--- config.mk ---
export PLATFORM = sky130hd
export DESIGN_NAME = axi_arbiter
export DESIGN_NICKNAME = d
export VERILOG_FILES = /design/src/common/mem_pkg.sv /design/src/hw/axi_arbiter.sv
export VERILOG_INCLUDE_DIRS = /design/src /design/src/common
export SDC_FILE = /design/constraint.sdc
export NUM_CORES = 1
export LEC_CHECK = 0
export ABC_CLOCK_PERIOD_IN_PS = 2800
export BUFFER_PORTS_ARGS = -buffer_cell sky130_fd_sc_hd__buf_2
export CORE_AREA = 2 2 139 141
export DETAILED_ROUTE_END_ITERATION = 12
export DIE_AREA = 0 0 141 143
export GPL_TIMING_DRIVEN = 1
export PLACE_DENSITY = 0.46
export SLEW_MARGIN = 10
export SYNTH_ARGS = -nofsm -noshare
export SYNTH_HDL_FRONTEND = slang
export SYNTH_SLANG_ARGS = --single-unit
export TNS_END_PERCENT = 30
--- constraint.sdc ---
create_clock -name clk -period 2.8 [get_ports clk]
set_input_delay 0.14 -clock clk [delete_from_list [all_inputs] [get_ports clk]]
set_output_delay 0.14 -clock clk [all_outputs]
set_load 0.02 [all_outputs]
--- src/common/mem_defines.svh ---
`ifndef MEM_DEFINES_SVH
`define MEM_DEFINES_SVH

// Bus widths.
`define MEM_ADDR_W 32
`define MEM_DATA_W 32

// SRAM size in 32-bit words.
`define MEM_DEPTH_WORDS 1024

// Cycles spent in the SRAM read and write states.
`define MEM_RD_LAT 3
`define MEM_WR_LAT 2

`endif
--- src/common/mem_pkg.sv ---
package mem_pkg;

  // Channel response, encoded as on AXI.
  typedef enum logic [1:0] {
    RESP_OKAY   = 2'b00,
    RESP_SLVERR = 2'b10
  } resp_t;

  // Load/store access size.
  typedef enum logic [1:0] {
    SIZE_BYTE = 2'b00,
    SIZE_HALF = 2'b01,
    SIZE_WORD = 2'b10
  } size_t;

endpackage

--- src/hw/axi_arbiter.sv ---
`include "mem_defines.svh"

module axi_arbiter import mem_pkg::*; (
  input  logic                     clk,
  input  logic                     rst,
  // Fetch master, read channels.
  input  logic [`MEM_ADDR_W-1:0]   m0_araddr_i,
  input  logic                     m0_arvalid_i,
  output logic                     m0_arready_o,
  output logic [`MEM_DATA_W-1:0]   m0_rdata_o,
  output resp_t                    m0_rresp_o,
  output logic                     m0_rvalid_o,
  input  logic                     m0_rready_i,
  // Load/store master.
  input  logic [`MEM_ADDR_W-1:0]   m1_araddr_i,
  input  logic                     m1_arvalid_i,
  output logic                     m1_arready_o,
  output logic [`MEM_DATA_W-1:0]   m1_rdata_o,
  output resp_t                    m1_rresp_o,
  output logic                     m1_rvalid_o,
  input  logic                     m1_rready_i,
  input  logic [`MEM_ADDR_W-1:0]   m1_awaddr_i,
  input  logic                     m1_awvalid_i,
  output logic                     m1_awready_o,
  input  logic [`MEM_DATA_W-1:0]   m1_wdata_i,
  input  logic [`MEM_DATA_W/8-1:0] m1_wstrb_i,
  input  logic                     m1_wvalid_i,
  output logic                     m1_wready_o,
  output resp_t                    m1_bresp_o,
  output logic                     m1_bvalid_o,
  input  logic                     m1_bready_i,
  // Shared SRAM side.
  output logic [`MEM_ADDR_W-1:0]   s_araddr_o,
  output logic                     s_arvalid_o,
  input  logic                     s_arready_i,
  input  logic [`MEM_DATA_W-1:0]   s_rdata_i,
  input  resp_t                    s_rresp_i,
  input  logic                     s_rvalid_i,
  output logic                     s_rready_o,
  output logic [`MEM_ADDR_W-1:0]   s_awaddr_o,
  output logic                     s_awvalid_o,
  input  logic                     s_awready_i,
  output logic [`MEM_DATA_W-1:0]   s_wdata_o,
  output logic [`MEM_DATA_W/8-1:0] s_wstrb_o,
  output logic                     s_wvalid_o,
  input  logic                     s_wready_i,
  input  resp_t                    s_bresp_i,
  input  logic                     s_bvalid_i,
  output logic                     s_bready_o
);

  logic grant_q; // 0 is fetch, 1 is load/store.
  logic busy_q;
  logic last_q;
  logic m0_req;
  logic m1_req;
  logic pick;
  logic sel;
  logic done;

  assign m0_req = m0_arvalid_i;
  assign m1_req = m1_arvalid_i | m1_awvalid_i;
  assign pick   = (m0_req && m1_req) ? ~last_q : m1_req; // Loser of last round wins.
  assign sel    = busy_q ? grant_q : pick;
  assign done   = (s_rvalid_i && s_rready_o) || (s_bvalid_i && s_bready_o);

  always_ff @(posedge clk or negedge rst) begin
    if (!rst) begin
      grant_q <= 1'b0;
      busy_q  <= 1'b0;
      last_q  <= 1'b0;
    end else if (!busy_q && (m0_req || m1_req)) begin
      grant_q <= pick;
      busy_q  <= 1'b1;
    end else if (busy_q && done) begin // Released on the response handshake.
      busy_q <= 1'b0;
      last_q <= grant_q;
    end
  end

  // Read channels.
  assign s_araddr_o   = sel ? m1_araddr_i : m0_araddr_i;
  assign s_arvalid_o  = sel ? m1_arvalid_i : m0_arvalid_i;
  assign m0_arready_o = !sel && s_arready_i;
  assign m1_arready_o = sel && s_arready_i;
  assign s_rready_o   = sel ? m1_rready_i : m0_rready_i;
  assign m0_rvalid_o  = !sel && s_rvalid_i;
  assign m1_rvalid_o  = sel && s_rvalid_i;
  assign m0_rdata_o   = s_rdata_i;
  assign m1_rdata_o   = s_rdata_i;
  assign m0_rresp_o   = s_rresp_i;
  assign m1_rresp_o   = s_rresp_i;

  // Write channels, load/store only.
  assign s_awaddr_o   = m1_awaddr_i;
  assign s_awvalid_o  = sel && m1_awvalid_i;
  assign m1_awready_o = sel && s_awready_i;
  assign s_wdata_o    = m1_wdata_i;
  assign s_wstrb_o    = m1_wstrb_i;
  assign s_wvalid_o   = sel && m1_wvalid_i;
  assign m1_wready_o  = sel && s_wready_i;
  assign m1_bresp_o   = s_bresp_i;
  assign m1_bvalid_o  = sel && s_bvalid_i;
  assign s_bready_o   = sel && m1_bready_i;

endmodule

==> flow_summary_export.csv <==
group,metric,value,unit
grt,antenna_found_initial,0,
grt,grt_pass1_vias,1066,
die,die_w,141,µm
sta,final-hold-violation-count,0,
die,initial_core_util,0.0925,
detailed_routing,drt-vias-per-instance,2.74,
power,power-per-cell-area,891,nW/µm²
grt,grt_pass1_wl,6650,µm
cts,cts_tree,"done",
sta,min_period,2210,ps
die,io_pins,364,
synthesis,seq_area_frac_synth,0.0437,
setup_path,critPathMaxFanout,44,
setup_path,cp_data_required_time,2660,ps
setup_path,ff2ff_path_depth,4,
die,rows,50,
worst_hold_path,min_to,"busy_q",
cells_and_area,layout_commonest_cell,"buf_2",
detailed_routing,drt_wl_total,5470,µm
detailed_routing,wl_met3,821,µm
job,cap_violations,0,
synthesis,netlist_area,1720,µm²
sta,slew_viol_final,0,
cts,clk_pin_slew,30,ps
setup_path,rr_endpoint,"grant_q",
cells_and_area,multi_input_area,554,µm²
synthesis,ys_warn_count,0,
detailed_routing,drc,0,
setup_path,r2r_slack,1290,ps
die,dieArea,20200,µm²
sta,slew_headroom,0.652,
sta,period_share,0.789,
detailed_routing,wl_met1,1930,µm
setup_path,timing.rr.start,"busy_q",
place,gp_congestion,0.796,
cts,clock-root-buffer,"clkbuf_16",
synthesis,synth_xor_area_frac,0,
cells_and_area,seqCellArea,75.1,µm²
grt,grt_max_degree,45,
power,p_leak,0.768,nW
cells_and_area,layout_common_cells,"buf_2 (121), mux2_2 (31), nor2b_1 (9)",
sta,clock_skew,1.79,ps
setup_path,end_kind,"output port",
detailed_routing,dr.max_layer_used,"met4",
synthesis,yosys.area_share.simple,0.0590,
sta,rsz0062_at_grt,"false",
cts,cts.path.max_buffers,2,
sta,max_freq,453,MHz
status,status,"complete, no violations",
detailed_routing,drtAntennaViolNets,0,
detailed_routing,met2WireLength,2240,µm
grt,grt_usage,0.0455,
setup_path,cp_cell_sequence,"and2_1 -> a21oi_4 -> buf_4 -> mux2_2 -> buf_2",
synthesis,synth_top_area_frac,0.603,
setup_path,cp_slowest_cell,"buf_4",
cts,cts-htree-levels,1,
power,peakVddDrop,0.282,mV
worst_hold_path,hold_path_class,"in -> reg",
die,die-height,143,µm
synthesis,synth_mux_area_frac,0.222,
grt,overflow,0,
cells_and_area,drive_gt1_frac,0.827,
synthesis,ys_types,20,
setup_path,cpPeakStageDelay,460,ps
cells_and_area,syn2layout_area_growth,-5.31,%
cells_and_area,fill_cells,2145,
setup_path,crit_path_start_kind,"register",
synthesis,yosys.area.top_type,"buf_4",
cts,cts_resized,0,
synthesis,synth_adder_area_share,0,
detailed_routing,vias,1165,
cts,numClockSinks,3,
die,coreArea,18600,µm²
place,port-buffer-count,121,
sta,setup_viol,0,
detailed_routing,avgRoutedWirePerCell,12.9,µm
sta,tns,0,ps
synthesis,syn_inst,206,
synthesis,synth_compound_area_frac,0.0415,
setup_path,crit_arrival,2070,ps
cts,clk_latency,230,ps
cells_and_area,nets,374,
sta,worstMarginPinSlew,522,ps
cells_and_area,antenna_cells,0,
synthesis,synth.avg_cell_area,8.35,µm²
synthesis,ys_seq_elements,3,
cells_and_area,fin_util,0.0876,
detailed_routing,drt_iter0_drc,10,
synthesis,synth_top_family_by_area,"buffers and inverters",
setup_path,crit_type,"reg -> out",
worst_hold_path,hold_start,"s_bvalid_i",
synthesis,synth_nets,388,
synthesis,ys_top_cells_by_area,"buf_4 (60%), mux2_2 (20%), dfrtp_1 (4.4%), nor2b_1 (3.3%), buf_8 (2.6%)",
detailed_routing,firstDrtPassIters,3,
cts,cts_buffers,3,
worst_hold_path,holdPathStages,2,
## cell usage after synthesis, drive strengths merged
| cell type | instances |
|---|---|
| a22o | 2 |
| or2 | 1 |
| o32ai | 1 |
| a21oi | 2 |
| mux2i | 1 |
| o31ai | 1 |
| buf | 142 |
| nor2b | 9 |
| and2 | 3 |
| inv | 1 |
| dfrtp | 3 |
| a31oi | 1 |
| o21ai | 2 |
| nand2b | 1 |
| mux2 | 33 |
| nand2 | 3 |
## worst max-delay path by stage
stage | from | to | slack, ps | cells after the start
2_1_floorplan | busy_q | s_araddr_o[26] | 1220 | 4
3_3_place_gp | busy_q | s_araddr_o[21] | 820 | 5
3_5_place_dp | busy_q | s_araddr_o[21] | 810 | 5
4_1_cts | busy_q | s_araddr_o[21] | 570 | 5
5_1_grt | busy_q | s_araddr_o[21] | 510 | 5
6_report | busy_q | s_araddr_o[21] | 590 | 5
## logic make-up (layout without fill, tap and decap cells)
logic type / count (synthesis) / in the layout
multiplexers: 34 / 34
buffers and inverters: 143 / 128
AND/OR/NAND/NOR: 17 / 17
AO/OA/AOI/OAI: 9 / 9
flip-flops: 3 / 3
## cell type report
cell class / count / share of cell area
tap: 234 / 0.180
clock buffer: 4 / 0.0484
multi-input combinational: 60 / 0.341
timing repair buffer: 123 / 0.383
sequential: 3 / 0.0461
inverter: 1 / 0.00231
## metrics by stage
stage / cells / total power, W / worst slack [ps] / hold WS, ps / area (µm²)
after floorplan: 206 / 0.00122 / 1220 / -156 / 1720
after global placement: 420 / 0.00123 / 816 / -58.5 / 1540
after detailed placement: 420 / 0.00123 / 813 / -56.4 / 1540
after CTS: 425 / 0.00147 / 574 / 152 / 1630
after global routing: 425 / 0.00154 / 510 / 160 / 1630
final: 425 / 0.00145 / 591 / 150 / 1630
## critical path: cells and delay by family (launching register included)
kind / cells / cell delay [ps]
AOI/OAI and AO/OA: 1 / 110
buffers and inverters: 2 / 640
DFF: 1 / 410
muxes: 1 / 440
and+or+nand+nor: 1 / 220
## report_power, final
part,switching [W],internal [W]
Combinational,0.000658,0.000471
Sequential,0.0000204,0.0000640
Clock,0.0000476,0.000189
Total,0.000726,0.000724
## registers in the layout, indices dropped and copies added (netlist names)
name / flops
last_q: 1
busy_q: 1
grant_q: 1
## routing by layer
layer,global-route usage,vias to the layer above
li1,-,494
met1,0.0440,488
met2,0.0680,118
met3,0.0241,65
met4,0.0463,0
met5,0,-
## timing repair
action	CTS	global route
endpoints found under the hold margin	3	0
setup buffers	0	0
hold buffers	1	0
Note: power is estimated with default switching activity, not from simulation.
