==> src/common/mem_defines.svh <==
`ifndef MEM_DEFINES_SVH
`define MEM_DEFINES_SVH

// Bus widths.
`define MEM_ADDR_W 32
`define MEM_DATA_W 32

// SRAM size in 32-bit words.
`define MEM_DEPTH_WORDS 1024

// Cycles spent in the SRAM read and write states.
`define MEM_RD_LAT 3
`define MEM_WR_LAT 2

`endif
==> src/common/mem_pkg.sv <==
package mem_pkg;

  // Channel response, encoded as on AXI.
  typedef enum logic [1:0] {
    RESP_OKAY   = 2'b00,
    RESP_SLVERR = 2'b10
  } resp_t;

  // Load/store access size.
  typedef enum logic [1:0] {
    SIZE_BYTE = 2'b00,
    SIZE_HALF = 2'b01,
    SIZE_WORD = 2'b10
  } size_t;

endpackage

==> src/hw/lsu_bridge.sv <==
`include "mem_defines.svh"

module lsu_bridge import mem_pkg::*; (
  input  logic                     clk,
  input  logic                     rst,
  input  logic                     req_i,
  input  logic                     we_i,
  input  logic [`MEM_ADDR_W-1:0]   addr_i,
  input  size_t                    size_i,
  input  logic                     unsigned_i,
  input  logic [`MEM_DATA_W-1:0]   wdata_i,
  output logic                     ready_o,
  output logic                     resp_valid_o,
  output logic [`MEM_DATA_W-1:0]   rdata_o,
  output logic                     err_o,
  output logic [`MEM_ADDR_W-1:0]   m_araddr_o,
  output logic                     m_arvalid_o,
  input  logic                     m_arready_i,
  input  logic [`MEM_DATA_W-1:0]   m_rdata_i,
  input  resp_t                    m_rresp_i,
  input  logic                     m_rvalid_i,
  output logic                     m_rready_o,
  output logic [`MEM_ADDR_W-1:0]   m_awaddr_o,
  output logic                     m_awvalid_o,
  input  logic                     m_awready_i,
  output logic [`MEM_DATA_W-1:0]   m_wdata_o,
  output logic [`MEM_DATA_W/8-1:0] m_wstrb_o,
  output logic                     m_wvalid_o,
  input  logic                     m_wready_i,
  input  resp_t                    m_bresp_i,
  input  logic                     m_bvalid_i,
  output logic                     m_bready_o
);

  typedef enum logic [2:0] {ST_IDLE, ST_AR, ST_R, ST_AW, ST_W, ST_B} state_t;

  state_t                   state_q;
  logic [`MEM_ADDR_W-1:0]   addr_q;
  size_t                    size_q;
  logic                     unsigned_q;
  logic [`MEM_DATA_W-1:0]   wdata_q;
  logic [`MEM_DATA_W/8-1:0] wstrb_q;
  logic                     misaligned;
  logic [`MEM_DATA_W/8-1:0] strb;
  logic [`MEM_DATA_W-1:0]   shifted;
  logic [`MEM_DATA_W-1:0]   load_val;

  assign ready_o     = (state_q == ST_IDLE);
  assign m_arvalid_o = (state_q == ST_AR);
  assign m_rready_o  = (state_q == ST_R);
  assign m_awvalid_o = (state_q == ST_AW);
  assign m_wvalid_o  = (state_q == ST_W);
  assign m_bready_o  = (state_q == ST_B);
  assign m_araddr_o  = {addr_q[`MEM_ADDR_W-1:2], 2'b00}; // Word address.
  assign m_awaddr_o  = {addr_q[`MEM_ADDR_W-1:2], 2'b00};
  assign m_wdata_o   = wdata_q;
  assign m_wstrb_o   = wstrb_q;

  assign misaligned = ((size_i == SIZE_HALF) && addr_i[0]) ||
                      ((size_i == SIZE_WORD) && (addr_i[1:0] != 2'b00));

  // Strobe for the request, and the loaded lane moved down to bit 0.
  assign shifted = m_rdata_i >> {addr_q[1:0], 3'b000};

  always_comb begin
    case (size_i)
      SIZE_BYTE: strb = 4'b0001 << addr_i[1:0];
      SIZE_HALF: strb = 4'b0011 << addr_i[1:0];
      default:   strb = 4'b1111;
    endcase
    case (size_q)
      SIZE_BYTE: load_val = {{24{~unsigned_q & shifted[7]}}, shifted[7:0]};
      SIZE_HALF: load_val = {{16{~unsigned_q & shifted[15]}}, shifted[15:0]};
      default:   load_val = m_rdata_i;
    endcase
  end

  always_ff @(posedge clk or negedge rst) begin
    if (!rst) begin
      state_q      <= ST_IDLE;
      resp_valid_o <= 1'b0;
      err_o        <= 1'b0;
    end else begin
      resp_valid_o <= 1'b0;
      case (state_q)
        ST_IDLE: begin
          if (req_i) begin
            if (misaligned) begin // Trapped locally.
              resp_valid_o <= 1'b1;
              err_o        <= 1'b1;
            end else begin
              state_q <= we_i ? ST_AW : ST_AR;
            end
          end
        end
        ST_AR: if (m_arready_i) state_q <= ST_R;
        ST_R: begin
          if (m_rvalid_i) begin
            resp_valid_o <= 1'b1;
            err_o        <= (m_rresp_i == RESP_SLVERR);
            state_q      <= ST_IDLE;
          end
        end
        ST_AW: if (m_awready_i) state_q <= ST_W; // Address first, then data.
        ST_W:  if (m_wready_i) state_q <= ST_B;
        ST_B: begin
          if (m_bvalid_i) begin
            resp_valid_o <= 1'b1;
            err_o        <= (m_bresp_i == RESP_SLVERR);
            state_q      <= ST_IDLE;
          end
        end
        default: state_q <= ST_IDLE;
      endcase
    end
  end

  always_ff @(posedge clk) begin
    if (req_i && ready_o) begin
      addr_q     <= addr_i;
      size_q     <= size_i;
      unsigned_q <= unsigned_i;
      wdata_q    <= wdata_i << {addr_i[1:0], 3'b000}; // Into its byte lanes.
      wstrb_q    <= strb;
    end
    if (m_rvalid_i && m_rready_o) rdata_o <= load_val;
  end

endmodule

==> config.mk <==
export PLATFORM = sky130hd
export DESIGN_NAME = lsu_bridge
export DESIGN_NICKNAME = d
export VERILOG_FILES = /design/src/common/mem_pkg.sv /design/src/hw/lsu_bridge.sv
export VERILOG_INCLUDE_DIRS = /design/src /design/src/common
export SDC_FILE = /design/constraint.sdc
export NUM_CORES = 1
export LEC_CHECK = 0
export ABC_AREA = 1
export BUFFER_PORTS_ARGS = -buffer_cell sky130_fd_sc_hd__clkbuf_2
export CAP_MARGIN = 10
export CELL_PAD_IN_SITES_DETAIL_PLACEMENT = 1
export CELL_PAD_IN_SITES_GLOBAL_PLACEMENT = 1
export CORE_MARGIN = 2
export CORE_UTILIZATION = 34
export CTS_CLUSTER_SIZE = 12
export DETAILED_ROUTE_END_ITERATION = 16
export PLACE_DENSITY = 0.89
export SLEW_MARGIN = 5
export SYNTH_ARGS = -nofsm -noshare
export SYNTH_HDL_FRONTEND = slang
export SYNTH_SLANG_ARGS = --single-unit
export TNS_END_PERCENT = 1
==> constraint.sdc <==
create_clock -name clk -period 5.3 [get_ports clk]
set_clock_uncertainty 0.05 [all_clocks]
set_input_delay 1.06 -clock clk [delete_from_list [all_inputs] [get_ports clk]]
set_output_delay 1.06 -clock clk [all_outputs]
set_load 0.02 [all_outputs]
==> impl_metrics.csv <==
group,metric,value,unit
global_route,use_met1,22.4,%
min_path,holdCritPathClass,"in -> async",
sta,post-route-min-period,2.68,ns
synthesis,synth-edff-count,103,
floorplanning,num_rows,45,
detailed_routing,routed_wirelength,15.5,mm
cells_and_area,antennaDiodeCount,0,
floorplanning,pin_count,252,
sta,maxSlewHeadroom,36.6,%
sta,finalHoldViolations,0,
synthesis,synth.most_common_cell,"edfxtp_1",
sta,setup_tns,0,ns
synthesis,ys.flop_type,"edfxtp_1",
synthesis,synth_area_leader_cell,"edfxtp_1",
synthesis,ys_top_cells_by_area,"edfxtp_1 (58%), buf_4 (9.2%), nand2_1 (6.4%)",
clock_network,clock-sinks,108,
run,maxCapViolCount,0,
cells_and_area,final_cells,907,
floorplanning,die_h,129,um
placed_design,dp_hpwl,12.0,mm
clock_network,ctsHoldBuffers,0,
cells_and_area,drive_above_1_share,39.2,%
sta,drv_slew,0,
clock_network,clock_latency,0.34,ns
synthesis,yosys_warnings,0,
synthesis,syn-cell-area,0.00533,mm2
detailed_routing,vias,4296,
power,cellPowerDensity,432,mW/mm2
synthesis,ys_seq_elements,108,
detailed_routing,final_antenna_net_count,0,
critical_path,cp-start-kind,"register",
detailed_routing,dr.pass1.iters,5,
placed_design,gp_congestion,0.793,
sta,max_freq,0.373,GHz
global_route,grt_remaining_overflow,0,
power,leakage,3.04,nW
detailed_routing,wl_per_cell,17.1,um
floorplanning,fp.dieW,129,um
clock_network,post_cts_resized,0,
clock_network,numCtsBuffers,9,
clock_network,cts_setup_buffers,0,
synthesis,synth.distinct_cells,28,
synthesis,synth_top_area_share,58.0,%
sta,setup-violations-final,0,
floorplanning,initial_utilization,34.9,%
global_route,grt_max_degree,73,
cells_and_area,nNetsFinal,804,
critical_path,arrival,1.57,ns
clock_network,ctsRootBufferMaster,"clkbuf_16",
synthesis,syn_inst,515,
synthesis,async_flop_share,4.63,%
global_route,grtUsageTotal,17.9,%
global_route,grt_pass1_vias,4198,
sta,period_share,50.6,%
clock_network,tritoncts,"built",
floorplanning,core_area,0.0153,mm2
critical_path,crit_path_max_fanout,7,
placed_design,dpl.cell_count,891,
synthesis,seq_area_frac_synth,60.4,%
placed_design,port_buffers,247,
status,status,"complete, no violations",
global_route,grt_busiest_layer,"met2",
cells_and_area,syn_to_final_growth,22.8,%
clock_network,htree_levels,3,
global_route,globalRouteMet3Util,3.34,%
global_route,met2_usage,30.4,%
synthesis,syn_avg_cell_area,10.4,um2
sta,tightestPinTransition,0.951,ns
detailed_routing,viasPerCell,4.74,
clock_network,cts_buffer_depth,2,
detailed_routing,drtIter0Drc,302,
cells_and_area,fill_cells,1795,
synthesis,yosys-top-cells-count,"edfxtp_1 (103), nand2_1 (91), buf_4 (65), inv_1 (51), nor2_1 (41)",
sta,rsz0062_at_grt,"false",
critical_path,required,4.19,ns
critical_path,cp-end-kind,"output pin",
power,irDropWorstVdd,0.386,mV
critical_path,criticalPathCategory,"reg -> out",
floorplanning,die_area,0.0167,mm2
detailed_routing,drcViolationCount,0,
global_route,grt_pass1_wl,22.7,mm
global_route,antenna_found_initial,0,
clock_network,clk_pin_slew,0.07,ns
==> path summary, 6_finish.rpt <==
path / cells past startpoint / end / slack (ns) / start
worst min register to register: 2 / err_o$_DFFE_PN0P_ / 0.47 / err_o$_DFFE_PN0P_
worst max-delay path: 4 / ready_o / 2.62 / state_q[1]$_DFFE_PN0P_
min in group clk: 2 / err_o$_DFFE_PN0P_ / 0.47 / err_o$_DFFE_PN0P_
worst max register to register: 5 / rdata_o[30]$_DFFE_PP_ / 2.97 / addr_q[0]$_DFFE_PP_
worst min-delay path: 1 / state_q[1]$_DFFE_PN0P_ / 0.47 / rst
max in group asynchronous: 1 / state_q[0]$_DFFE_PN0P_ / 4.58 / rst
==> layout make-up <==
class,count,area [um2],share of cell area [%]
tap,211,264,4.03
clock inverter,5,37.5,0.573
timing repair buffer,249,1270,19.4
inverter,54,203,3.10
clock buffer,10,229,3.50
multi-input combinational,270,1330,20.3
sequential,108,3220,49.1
==> kinds of logic after synthesis <==
kind of cell / share of synthesized area [%]
other cells: 0.0703
compound gates: 11.5
simple gates: 12.9
flops: 60.4
buf+inv: 15.1
==> where the power goes <==
group | internal (mW) | switching, mW
clock | 0.321 | 0.313
sequential | 1.17 | 0.107
combinational | 0.266 | 0.651
total | 1.76 | 1.07
==> registers in the layout, indices dropped and copies added (netlist names) <==
name          count
addr_q           32
err_o             1
m_wdata_o        32
m_wstrb_o         4
rdata_o          32
resp_valid_o      1
size_q            2
state_q           3
unsigned_q        1
==> stage by stage <==
stage | cell area (um2) | util [%] | hold WS, ns | worst slack, ns | total power, mW
2_1_floorplan | 5340 | - | 0.506 | 0.544 | 1.97
3_3_place_gp | 6250 | 41.0 | 0.448 | 2.58 | 2.18
3_5_place_dp | 6250 | 41.0 | 0.462 | 2.44 | 2.21
4_1_cts | 6520 | 42.7 | 0.460 | 2.58 | 2.85
5_1_grt | 6550 | 42.9 | 0.470 | 2.49 | 2.97
6_report | 6550 | 42.9 | 0.469 | 2.62 | 2.83
==> worst max-delay path, cell delays in order (launching register included) <==
cell and delay [ns]:
dfrtp_1 0.47, nor2_1 0.29, nand2_1 0.16, inv_1 0.13
clkbuf_2 0.18
==> cells in the final DEF, fill, tap and decap left out, drive strengths merged <==
cell    count
a21oi      18
o31ai       5
nand3b      2
dfrtp       5
nor2       43
inv        55
edfxtp    103
clkbuf    257
nand3      25
o22ai       9
nor3        1
buf         2
clkinv      4
o211ai     18
a31oi       2
conb        4
a22oi       8
nand2      92
o21ai      43
==> routing by layer <==
metal | wire (um) | vias up
met5 | 0 | -
met4 | 412 | 0
met3 | 905 | 28
met2 | 7830 | 179
met1 | 6380 | 2042
li1 | - | 2047
No activity file was read; power rests on OpenSTA's default activity.
