===== src/common/mem_defines.svh =====
`ifndef MEM_DEFINES_SVH
`define MEM_DEFINES_SVH

// Bus widths.
`define MEM_ADDR_W 32
`define MEM_DATA_W 32

// SRAM size in 32-bit words.
`define MEM_DEPTH_WORDS 1024

// Cycles spent in the SRAM read and write states.
`define MEM_RD_LAT 3
`define MEM_WR_LAT 2

`endif

===== src/common/mem_pkg.sv =====
package mem_pkg;

  // Channel response, encoded as on AXI.
  typedef enum logic [1:0] {
    RESP_OKAY   = 2'b00,
    RESP_SLVERR = 2'b10
  } resp_t;

  // Load/store access size.
  typedef enum logic [1:0] {
    SIZE_BYTE = 2'b00,
    SIZE_HALF = 2'b01,
    SIZE_WORD = 2'b10
  } size_t;

endpackage


===== src/hw/ifu_fetch.sv =====
`include "mem_defines.svh"

module ifu_fetch import mem_pkg::*; (
  input  logic                   clk,
  input  logic                   rst,
  input  logic                   fetch_req_i,
  input  logic [`MEM_ADDR_W-1:0] fetch_pc_i,
  output logic                   fetch_ready_o,
  output logic                   inst_valid_o,
  output logic [`MEM_DATA_W-1:0] inst_o,
  output logic                   inst_err_o,
  output logic [`MEM_ADDR_W-1:0] m_araddr_o,
  output logic                   m_arvalid_o,
  input  logic                   m_arready_i,
  input  logic [`MEM_DATA_W-1:0] m_rdata_i,
  input  resp_t                  m_rresp_i,
  input  logic                   m_rvalid_i,
  output logic                   m_rready_o
);

  typedef enum logic [1:0] {ST_IDLE, ST_ADDR, ST_DATA} state_t;

  state_t                 state_q;
  logic [`MEM_ADDR_W-1:0] pc_q;

  assign fetch_ready_o = (state_q == ST_IDLE);
  assign m_arvalid_o   = (state_q == ST_ADDR);
  assign m_araddr_o    = pc_q;
  assign m_rready_o    = (state_q == ST_DATA);

  always_ff @(posedge clk or negedge rst) begin
    if (!rst) begin
      state_q      <= ST_IDLE;
      inst_valid_o <= 1'b0;
      inst_err_o   <= 1'b0;
    end else begin
      inst_valid_o <= 1'b0; // Response is a single pulse.
      case (state_q)
        ST_IDLE: begin
          if (fetch_req_i) begin
            if (fetch_pc_i[1:0] != 2'b00) begin // Misaligned, no bus access.
              inst_valid_o <= 1'b1;
              inst_err_o   <= 1'b1;
            end else begin
              state_q <= ST_ADDR;
            end
          end
        end
        ST_ADDR: if (m_arready_i) state_q <= ST_DATA;
        ST_DATA: begin
          if (m_rvalid_i) begin
            inst_valid_o <= 1'b1;
            inst_err_o   <= (m_rresp_i == RESP_SLVERR);
            state_q      <= ST_IDLE;
          end
        end
        default: state_q <= ST_IDLE;
      endcase
    end
  end

  always_ff @(posedge clk) begin
    if (fetch_req_i && fetch_ready_o) pc_q <= fetch_pc_i;
    if (m_rvalid_i && m_rready_o) inst_o <= m_rdata_i;
  end

endmodule


===== config.mk =====
export PLATFORM = sky130hd
export DESIGN_NAME = ifu_fetch
export DESIGN_NICKNAME = d
export VERILOG_FILES = /design/src/common/mem_pkg.sv /design/src/hw/ifu_fetch.sv
export VERILOG_INCLUDE_DIRS = /design/src /design/src/common
export SDC_FILE = /design/constraint.sdc
export NUM_CORES = 1
export LEC_CHECK = 0
export ABC_AREA = 1
export BUFFER_PORTS_ARGS = -buffer_cell sky130_fd_sc_hd__buf_2
export CORE_ASPECT_RATIO = 0.9
export CORE_UTILIZATION = 44
export DETAILED_ROUTE_END_ITERATION = 12
export HOLD_SLACK_MARGIN = 0.06
export PLACE_DENSITY = 0.83
export SYNTH_ARGS = -nofsm -noshare
export SYNTH_HDL_FRONTEND = slang
export SYNTH_SLANG_ARGS = --single-unit

===== constraint.sdc =====
create_clock -name clk -period 5.8 [get_ports clk]
set_input_delay 0.58 -clock clk [delete_from_list [all_inputs] [get_ports clk]]
set_output_delay 0.58 -clock clk [all_outputs]
set_load 0.05 [all_outputs]

==> qor.json, run 1 <==
{
  "routing": {
    "dr_wl_met2_um": 2330,
    "dr.pass1.iters": 4,
    "met3_wirelength_um": 315,
    "via_count": 1378,
    "routed.top_layer": "met4",
    "drt_iter0_drc": 44,
    "detail_route.wirelength.met1_um": 1680,
    "wire_per_inst_um": 13.8,
    "drc": 0,
    "route.detailed.vias_per_inst": 4.32,
    "totalWireLength_um": 4400,
    "ant_nets": 0
  },
  "power_and_ir_drop": {
    "combinationalPowerShare_pct": 33.8,
    "internal-power_w": 0.00100,
    "power.switching_w": 0.000654,
    "power_switching_share_pct": 39.5,
    "total_power_w": 0.00166,
    "cellPowerDensity_nw_per_um2": 522,
    "p_leak_nw": 1.42,
    "worst_ir_drop_vdd_mv": 0.381,
    "power.share.sequential_pct": 41.7,
    "pwr-share-clk_pct": 24.5
  },
  "timing": {
    "final_max_slew_viol_count": 0,
    "final.min_clock_period_ps": 1950,
    "finalSetupTns_ps": 0,
    "timing.clock.skew_ps": 4.76,
    "timing_worst_slew_pin_value_ps": 1140,
    "fmax_mhz": 512,
    "hold_viol_final": 0,
    "final_min_period_over_clock_period_pct": 33.7,
    "grt_setup_unrepaired": "no",
    "fin_hold_ws_ps": 423,
    "slew_headroom_pct": 24.2,
    "setup_viol": 0
  },
  "clock_network": {
    "htree_num_levels": 3,
    "clkLatencyLatePin_ps": 330,
    "cts_tree": "yes",
    "post_cts.resized_instances": 0,
    "clkSinkCount": 68,
    "max-clock-path-buffers": 2,
    "clk_transition_reported_paths_ps": 70,
    "clockRootBuffer": "sky130_fd_sc_hd__clkbuf_8",
    "tritoncts.num_buffers": 9
  },
  "final_layout": {
    "fill_cells": 318,
    "layout.cell_area.non_filler_um2": 3180,
    "finalCoreUtilization_pct": 69.4,
    "final-seq-area_um2": 2020,
    "multi_input_comb_area_um2": 114,
    "antenna_cells_inserted": 0,
    "mostFrequentLayoutCells": "sky130_fd_sc_hd__buf_2, sky130_fd_sc_hd__edfxtp_1, sky130_fd_sc_hd__nand2_1",
    "area.growth.synth_to_final_pct": 46.7,
    "design.final.nets": 323,
    "drive_gt1_share_pct": 63.4,
    "final_common_cell": "sky130_fd_sc_hd__buf_2"
  },
  "synth": {
    "synth.distinct_cells": 12,
    "synthesis.yosys.warnings": 0,
    "mappedNetlistNets": 171,
    "netlist_instances": 100,
    "synth.cell_area_um2": 2160,
    "synth_seq_area_share_pct": 93.4,
    "ys_ff_latch": 68,
    "syn_avg_cell_area_um2": 21.6
  },
  "floorplanning": {
    "floorplan.initialDensity_pct": 47.3,
    "die_width_um": 75.9,
    "core_outline_area_um2": 4580,
    "num_io_pins": 140,
    "floorplan.die.height_um": 68.5,
    "placement_rows": 23,
    "design.die.area_um2": 5200
  },
  "status": {
    "run_status": "finished, final reports clean"
  },
  "critical_path": {
    "critPathKind": "register to register",
    "setup.reg_to_reg.worst_slack_ps": 3850,
    "category_of_the_worst_setup_path_capture_point": "register",
    "cp_required_ps": 5740,
    "critical-path-slowest-cell": "sky130_fd_sc_hd__inv_1",
    "arrival_ps": 1900,
    "critical_path.max_fanout": 32,
    "path_cells": "inv_2 -> nor2_2 -> nand2_2 -> inv_1",
    "start_kind": "register",
    "max_stage_delay_ps": 830
  },
  "placement": {
    "dpl.hpwl_um": 3330,
    "placement.io_buffers": 139,
    "globalplace.congestion": 0.795,
    "placedInstanceArea_um2": 2950
  },
  "global_routing": {
    "first_pass_grt_wire_length_um": 6130,
    "grt-ovfl-total": 0,
    "maximum_number_of_pins_on_one_net_before_global_route_repair": 33,
    "grt.total_usage_pct": 17.1,
    "number_of_antenna_violations_at_the_first_check_in_global_routing": 0,
    "number_of_global_route_vias_before_repair": 1290
  },
  "worst_hold_path": {
    "holdCritPathClass": "input port to register"
  },
  "job": {
    "max_cap_viol_count": 0
  }
}
==> synth_stat cells <==
library cell / n / share of area, %
sky130_fd_sc_hd__nand3_2: 1 / 0.46
sky130_fd_sc_hd__nand2_2: 2 / 0.58
sky130_fd_sc_hd__edfxtp_1: 64 / 89
sky130_fd_sc_hd__inv_1: 8 / 1.4
sky130_fd_sc_hd__nand2_1: 11 / 1.9
sky130_fd_sc_hd__nor2_2: 2 / 0.58
sky130_fd_sc_hd__nor3_1: 1 / 0.23
sky130_fd_sc_hd__o21ai_0: 1 / 0.23
sky130_fd_sc_hd__dfrtp_1: 4 / 4.6
sky130_fd_sc_hd__nand3_1: 3 / 0.69
sky130_fd_sc_hd__nor2_1: 2 / 0.35
sky130_fd_sc_hd__inv_2: 1 / 0.17
==> worst max-delay path, delay by kind of cell (launching register included) <==
kind,cells,cell delay [ps]
DFF,1,450
buffers and inverters,2,890
and+or+nand+nor,2,220
==> cell families after synthesis <==
| family | synth area share (%) |
|---|---|
| flip-flops | 93.4 |
| AND/OR/NAND/NOR | 4.80 |
| buffers and inverters | 1.56 |
| AO/OA/AOI/OAI | 0.231 |
==> timing repair <==
action                    CTS  global route
hold buffers                1             0
setup buffers               0             0
hold endpoints to repair    4             0
==> routing by layer <==
metal,vias up,global-route usage [%]
met3,6,5.26
met2,79,30.9
li1,673,-
met1,620,18.1
met5,-,0
met4,0,10.8
==> power groups by stage <==
stage	Clock (W)	Combinational, W	Sequential (W)
floorplan	0	0.000128	0.00100
global placement	0	0.000555	0.000696
detailed placement	0	0.000561	0.000701
CTS	0.000415	0.000563	0.000692
global route	0.000435	0.000586	0.000699
finish	0.000406	0.000560	0.000691
==> registers in the layout (all words and copies together), names as in the netlist <==
register / cells
inst_o: 32
m_araddr_o: 32
state_q: 2
inst_err_o: 1
inst_valid_o: 1
==> through the flow <==
step | cells | worst slack (ps)
finish | 319 | 3850
global route | 319 | 3710
CTS | 319 | 3860
detailed placement | 302 | 3830
global placement | 302 | 3820
floorplan | 100 | 2520
==> worst paths after layout <==
check                           cells after the start             to           from
worst max-delay path                                4     inst_o[24]     state_q[1]
worst min-delay path                                1  m_araddr_o[5]  fetch_pc_i[5]
worst max register to register                      4     inst_o[24]     state_q[1]
worst min register to register                      2     inst_err_o     inst_err_o
max in group asynchronous                           2     state_q[0]            rst
min in group asynchronous                           2     state_q[1]            rst
==> layout make-up <==
| type | instances | area share [%] |
|---|---|---|
| Clock buffer | 9 | 3.90 |
| Clock inverter | 7 | 2.88 |
| Inverter | 9 | 1.06 |
| Multi-Input combinational cell | 23 | 3.59 |
| Sequential cell | 68 | 63.7 |
| Tap cell | 62 | 2.44 |
| Timing Repair Buffer | 141 | 22.5 |
Power figures use the tool's default switching activity.
==> run 2, diff against run 1 <==
ABC_AREA = 0   (was 1)
CORE_UTILIZATION = 41   (was 44)
PLACE_DENSITY = 0.78   (was 0.83)
clock period = 2 ns   (was 5.8 ns; I/O delays follow)
==> run 2 against run 1 <==
Against the previous run:
- clock-buffer cell count is 1 higher
- worst setup slack worse by 3300 ps
- first-iteration DRC count is 140% higher
- register-to-register slack worse by 3300 ps
- via count is 19% higher
- sequential cell count stayed put
- die area is 5.5% higher
- hold slack worse by 330 ps
- cell count is 17% higher
- combinational power is 18% higher
- core utilization is 6.8 points higher
- clock skew is 6.9 ps higher
- critical endpoint is now m_arvalid_o
- largest cell class unchanged
==> qor.json, run 2 <==
{
  "floorplanning": {
    "design.die.area_um2": 5490,
    "core_outline_area_um2": 4920,
    "placement_rows": 24,
    "floorplan.initialDensity_pct": 43.3,
    "num_io_pins": 140,
    "floorplan.die.height_um": 70.4,
    "die_width_um": 78.0
  },
  "timing": {
    "finalWorstSetupSlack_ps": 499,
    "grt_setup_unrepaired": "no",
    "final.min_clock_period_ps": 1500,
    "slew_headroom_pct": 72.7,
    "fmax_mhz": 666,
    "timing.clock.skew_ps": 11.7,
    "setup_viol": 0,
    "final_min_period_over_clock_period_pct": 75.1,
    "timing_worst_slew_pin_value_ps": 409,
    "hold_viol_final": 0,
    "final_max_slew_viol_count": 0,
    "finalSetupTns_ps": 0
  },
  "clock_network": {
    "clockRootBuffer": "sky130_fd_sc_hd__clkbuf_8",
    "clk_transition_reported_paths_ps": 60,
    "cts_setup_buffers": 0,
    "max-clock-path-buffers": 2,
    "htree_num_levels": 3,
    "cts_tree": "yes",
    "clkLatencyLatePin_ps": 330,
    "tritoncts.num_buffers": 9,
    "clkSinkCount": 68
  },
  "critical_path": {
    "critical_path.max_fanout": 8,
    "kind_of_cell_with_the_highest_combined_delay_on_the_critical_path": "flip-flops",
    "critical-path-slowest-cell": "sky130_fd_sc_hd__dfrtp_1",
    "category_of_the_worst_setup_path_capture_point": "output pin",
    "critPathKind": "register to output pin",
    "max_stage_delay_ps": 470,
    "arrival_ps": 1300,
    "path_cells": "nor2b_1 -> buf_2",
    "crit_buf_inv": 1,
    "start_kind": "register",
    "cp_required_ps": 1800
  },
  "routing": {
    "totalWireLength_um": 5530,
    "ant_nets": 0,
    "dr.pass1.iters": 4,
    "route.detailed.vias_per_inst": 4.38,
    "via_count": 1634,
    "drt_iter0_drc": 107,
    "wire_per_inst_um": 14.8,
    "drc": 0
  },
  "synth": {
    "synthArstFlopShare_pct": 5.88,
    "synth.top_cell.area_share_pct": 90.2,
    "synthTopCellsByCount": "sky130_fd_sc_hd__edfxtp_1, sky130_fd_sc_hd__dfrtp_1, sky130_fd_sc_hd__inv_1, sky130_fd_sc_hd__nor2_1, sky130_fd_sc_hd__o21ai_0",
    "syn_avg_cell_area_um2": 24.8,
    "yosysMostFrequentCell": "sky130_fd_sc_hd__edfxtp_1",
    "synth_enable_flop_cells": 64,
    "synth.cell_area_um2": 2130,
    "ys_ff_latch": 68,
    "synthesis.yosys.warnings": 0,
    "mappedNetlistNets": 157,
    "synth_seq_area_share_pct": 94.9,
    "synthFlopType": "sky130_fd_sc_hd__edfxtp_1",
    "cell_type_contributing_the_most_total_cell_area_after_synthesis": "sky130_fd_sc_hd__edfxtp_1",
    "netlist_instances": 86,
    "synth.area.top_cells": "sky130_fd_sc_hd__edfxtp_1, sky130_fd_sc_hd__dfrtp_1, sky130_fd_sc_hd__inv_1",
    "synth.distinct_cells": 15
  },
  "final_layout": {
    "multi_input_comb_area_um2": 101,
    "drive_gt1_share_pct": 51.1,
    "fill_cells": 324,
    "layout.cell_area.non_filler_um2": 3750,
    "final_common_cell": "sky130_fd_sc_hd__buf_2",
    "final-seq-area_um2": 2020,
    "design.final.nets": 373,
    "area.growth.synth_to_final_pct": 76.1,
    "mostFrequentLayoutCells": "sky130_fd_sc_hd__buf_2, sky130_fd_sc_hd__dlygate4sd3_1, sky130_fd_sc_hd__edfxtp_1"
  },
  "global_routing": {
    "number_of_global_route_vias_before_repair": 1710,
    "grt-ovfl-total": 0,
    "maximum_number_of_pins_on_one_net_before_global_route_repair": 35,
    "first_pass_grt_wire_length_um": 8310,
    "number_of_antenna_violations_at_the_first_check_in_global_routing": 1,
    "grt.total_usage_pct": 21.5
  },
  "power_and_ir_drop": {
    "power.switching_w": 0.000950,
    "p_leak_nw": 1.62,
    "combinationalPowerShare_pct": 19.4,
    "cellPowerDensity_nw_per_um2": 904,
    "power_switching_share_pct": 28.0,
    "pwr-share-clk_pct": 30.4,
    "internal-power_w": 0.00244,
    "power.share.sequential_pct": 50.2,
    "total_power_w": 0.00339,
    "worst_ir_drop_vdd_mv": 0.601
  },
  "placement": {
    "globalplace.congestion": 0.702,
    "placedInstanceArea_um2": 2930,
    "placement.setup.worst_slack_ps": 503,
    "dpl.hpwl_um": 3340,
    "placement.io_buffers": 139
  },
  "job": {
    "max_cap_viol_count": 0
  },
  "worst_hold_path": {
    "holdCritPathClass": "input port to register"
  },
  "status": {
    "run_status": "finished, final reports clean"
  }
}
[run 2: cell types whose count changed after synthesis, moves of 2 or more]
cell                      delta
sky130_fd_sc_hd__inv_1       -5
sky130_fd_sc_hd__nand2_1    -11
sky130_fd_sc_hd__nand3_1     -3
sky130_fd_sc_hd__nand2_2     -2
sky130_fd_sc_hd__nor2_2      -2
[run 2: worst reg2reg max path: stages (launching register included)]
cell	delay (ps)
sky130_fd_sc_hd__dfrtp_1	460
sky130_fd_sc_hd__and3b_1	240
sky130_fd_sc_hd__buf_4	370
sky130_fd_sc_hd__o21ai_0	170
sky130_fd_sc_hd__o31a_1	130
[run 2: final cells by class]
| class | count | area share (%) |
|---|---|---|
| clock buffer | 10 | 3.40 |
| sequential | 68 | 53.9 |
| clock inverter | 6 | 1.47 |
| tap | 65 | 2.17 |
| inverter | 3 | 0.300 |
| timing repair buffer | 205 | 36.0 |
| multi-input combinational | 15 | 2.70 |
| antenna | 1 | 0.0667 |
[run 2: power by group through the flow]
stage	combinational [W]	sequential (W)	clock (W)
3_3_place_gp	0.000551	0.00173	0
2_1_floorplan	0.0000847	0.00203	0
6_report	0.000659	0.00170	0.00103
5_1_grt	0.000687	0.00171	0.00112
3_5_place_dp	0.000560	0.00173	0
4_1_cts	0.000655	0.00170	0.00105
[run 2: metal layers]
layer | vias up | global-route usage, % | wire length [um]
met5 | - | 0 | 0
met1 | 775 | 19.7 | 1880
met4 | 0 | 14.4 | 184
met2 | 74 | 41.2 | 3160
li1 | 769 | - | -
met3 | 16 | 5.10 | 307
[run 2: cells by family (layout without fill, tap and decap cells)]
kind of cell	Yosys count	after routing	share of synthesized area, %
buffers and inverters	3	224	0.528
flip-flops	68	68	94.9
other	0	1	0
AND/OR/NAND/NOR	9	9	2.53
AO/OA/AOI/OAI	5	5	1.53
multiplexers	1	1	0.528
[run 2: final timing paths]
check	startpoint	end	slack, ps	cells past startpoint
worst min register to register	inst_err_o	inst_err_o	520	1
max in group asynchronous	rst	inst_valid_o	1670	2
worst max register to register	state_q[0]	inst_err_o	520	4
worst max-delay path	state_q[0]	m_arvalid_o	500	2
worst min-delay path	fetch_pc_i[1]	m_araddr_o[1]	100	1
min in group asynchronous	rst	state_q[1]	210	2
[run 2: repair_timing]
action / CTS / global route
hold buffers: 62 / 2
hold endpoints to repair: 65 / 2
resized for setup: 0 / 0
[run 2: metrics by stage]
step                hold slack [ps]  util (%)  instances
CTS                            60.3      75.7        370
finish                         96.2      76.2        373
floorplan                     -95.6         -         86
detailed placement             8.96      59.4        292
global route                   87.1      76.2        373
global placement               6.33      59.4        292
==> run 3, diff against run 2 <==
clock period = 1.53 ns   (was 2 ns; I/O delays follow)
==> run 3 against run 2 <==
Against the previous run:
- via count fell by 1.8%
- first-iteration DRC count fell by 50%
- die area did not move
- global-route usage rose by 2.0 points
- sequential power rose by 31%
- clock power rose by 41%
- register-to-register slack got worse by 350 ps
- critical endpoint is now m_rready_o
==> qor.json, run 3 (synthesized netlist as in run 2, its figures left out) <==
{
  "clock_network": {
    "clockRootBuffer": "sky130_fd_sc_hd__clkbuf_8",
    "clk_transition_reported_paths_ps": 60,
    "clkLatencyLatePin_ps": 340,
    "cts_setup_buffers": 0,
    "max-clock-path-buffers": 2,
    "htree_num_levels": 3,
    "cts_tree": "yes",
    "clkSinkCount": 68,
    "tritoncts.num_buffers": 9
  },
  "global_routing": {
    "first_pass_grt_wire_length_um": 8870,
    "number_of_global_route_vias_before_repair": 1787,
    "grt-ovfl-total": 0,
    "grt.total_usage_pct": 23.5,
    "number_of_antenna_violations_at_the_first_check_in_global_routing": 0,
    "maximum_number_of_pins_on_one_net_before_global_route_repair": 29
  },
  "timing": {
    "fmax_mhz": 698,
    "timing.clock.skew_ps": 3.81,
    "fin_hold_ws_ps": 88.8,
    "slew_headroom_pct": 81.9,
    "finalSetupTns_ps": 0,
    "timing_worst_slew_pin_value_ps": 268,
    "grt_setup_unrepaired": "no",
    "finalWorstSetupSlack_ps": 96.6,
    "final.min_clock_period_ps": 1430,
    "final_max_slew_viol_count": 0,
    "final_min_period_over_clock_period_pct": 93.7,
    "hold_viol_final": 0,
    "setup_viol": 0
  },
  "floorplanning": {
    "num_io_pins": 140,
    "die_width_um": 78.0,
    "floorplan.initialDensity_pct": 43.3,
    "core_outline_area_um2": 4920,
    "floorplan.die.height_um": 70.4,
    "placement_rows": 24,
    "design.die.area_um2": 5490
  },
  "placement": {
    "dpl.cell_count": 292,
    "globalplace.congestion": 0.667,
    "placement.setup.worst_slack_ps": 154,
    "placement.io_buffers": 139,
    "dpl.hpwl_um": 3600
  },
  "job": {
    "max_cap_viol_count": 0
  },
  "power_and_ir_drop": {
    "power.share.sequential_pct": 48.8,
    "p_leak_nw": 1.64,
    "worst_ir_drop_vdd_mv": 0.733,
    "power_switching_share_pct": 27.3,
    "pwr-share-clk_pct": 31.8,
    "internal-power_w": 0.00332,
    "cellPowerDensity_nw_per_um2": 1200,
    "combinationalPowerShare_pct": 19.4,
    "power.switching_w": 0.00125
  },
  "critical_path": {
    "critical-path-slowest-cell": "sky130_fd_sc_hd__dfrtp_2",
    "kind_of_cell_with_the_highest_combined_delay_on_the_critical_path": "flip-flops",
    "critPathKind": "register to output pin",
    "critical_path.max_fanout": 8,
    "start_kind": "register",
    "max_stage_delay_ps": 470,
    "crit_buf_inv": 1,
    "category_of_the_worst_setup_path_capture_point": "output pin",
    "arrival_ps": 1280,
    "path_cells": "and2b_1 -> clkbuf_4",
    "cp_required_ps": 1380
  },
  "final_layout": {
    "antenna_cells_inserted": 0,
    "area.growth.synth_to_final_pct": 79.3,
    "fill_cells": 321,
    "final_common_cell": "sky130_fd_sc_hd__buf_2",
    "mostFrequentLayoutCells": "sky130_fd_sc_hd__buf_2, sky130_fd_sc_hd__dlygate4sd3_1, sky130_fd_sc_hd__edfxtp_1",
    "drive_gt1_share_pct": 51.5,
    "final-instance-count-excl-fill": 374,
    "design.final.nets": 375
  },
  "routing": {
    "wire_per_inst_um": 15.8,
    "dr.pass1.iters": 4,
    "ant_nets": 0,
    "drt_iter0_drc": 54,
    "totalWireLength_um": 5900,
    "route.detailed.vias_per_inst": 4.29,
    "via_count": 1604,
    "drc": 0
  },
  "status": {
    "run_status": "finished, final reports clean"
  },
  "worst_hold_path": {
    "holdCritPathClass": "input port to register"
  }
}
-- run 3: timing repair --
item | in CTS | in global routing
setup endpoints to repair | 0 | 2
hold buffers | 66 | 0
gates resized for setup | 0 | 2
endpoints found under the hold margin | 69 | 0
-- run 3: cell type report --
class,instances,area (um^2),share of cell area [%]
Clock buffer,14,163,4.26
Tap cell,65,81.3,2.13
Sequential cell,68,2020,52.9
Timing Repair Buffer,207,1400,36.6
Inverter,3,11.3,0.295
Clock inverter,2,35.0,0.917
Multi-Input combinational cell,15,109,2.85
-- run 3: path summary, 6_finish.rpt --
kind / start / endpoint / slack, ps / cells after the start
setup / recovery: state_q[0] / m_rready_o / 100 / 2
hold / removal: m_rresp_i[0] / inst_err_o / 90 / 3
setup reg to reg: state_q[0] / inst_o[25] / 170 / 2
hold reg to reg: inst_err_o / inst_err_o / 530 / 1
max in group asynchronous: rst / state_q[0] / 1250 / 2
min in group asynchronous: rst / state_q[1] / 150 / 2
-- run 3: stage by stage --
stage               util (%)  total power [W]  instance area (um^2)
floorplan                  -          0.00277                  2140
global placement        60.1          0.00300                  2960
detailed placement      60.1          0.00302                  2960
CTS                     77.5          0.00460                  3820
global route            77.6          0.00475                  3820
finish                  77.6          0.00457                  3820
-- run 3: routing by layer --
layer	up-vias	global-route usage (%)	routed length (um)
met3	10	9.80	267
li1	770	-	-
met5	-	0	0
met4	0	10.3	141
met1	766	21.6	1960
met2	58	44.4	3530
-- run 3: power by group through the flow --
stage          clock network [W]  registers, W  logic, W
6_report                 0.00145       0.00223  0.000888
5_1_grt                  0.00159       0.00224  0.000926
4_1_cts                  0.00149       0.00223  0.000883
3_5_place_dp                   0       0.00227  0.000749
3_3_place_gp                   0       0.00226  0.000736
2_1_floorplan                  0       0.00265  0.000115
-- run 3: tightest hold or removal path, stage by stage --
cell	delay (ps)
sky130_fd_sc_hd__buf_2	70
sky130_fd_sc_hd__o21ai_0	60
sky130_fd_sc_hd__o31a_1	100
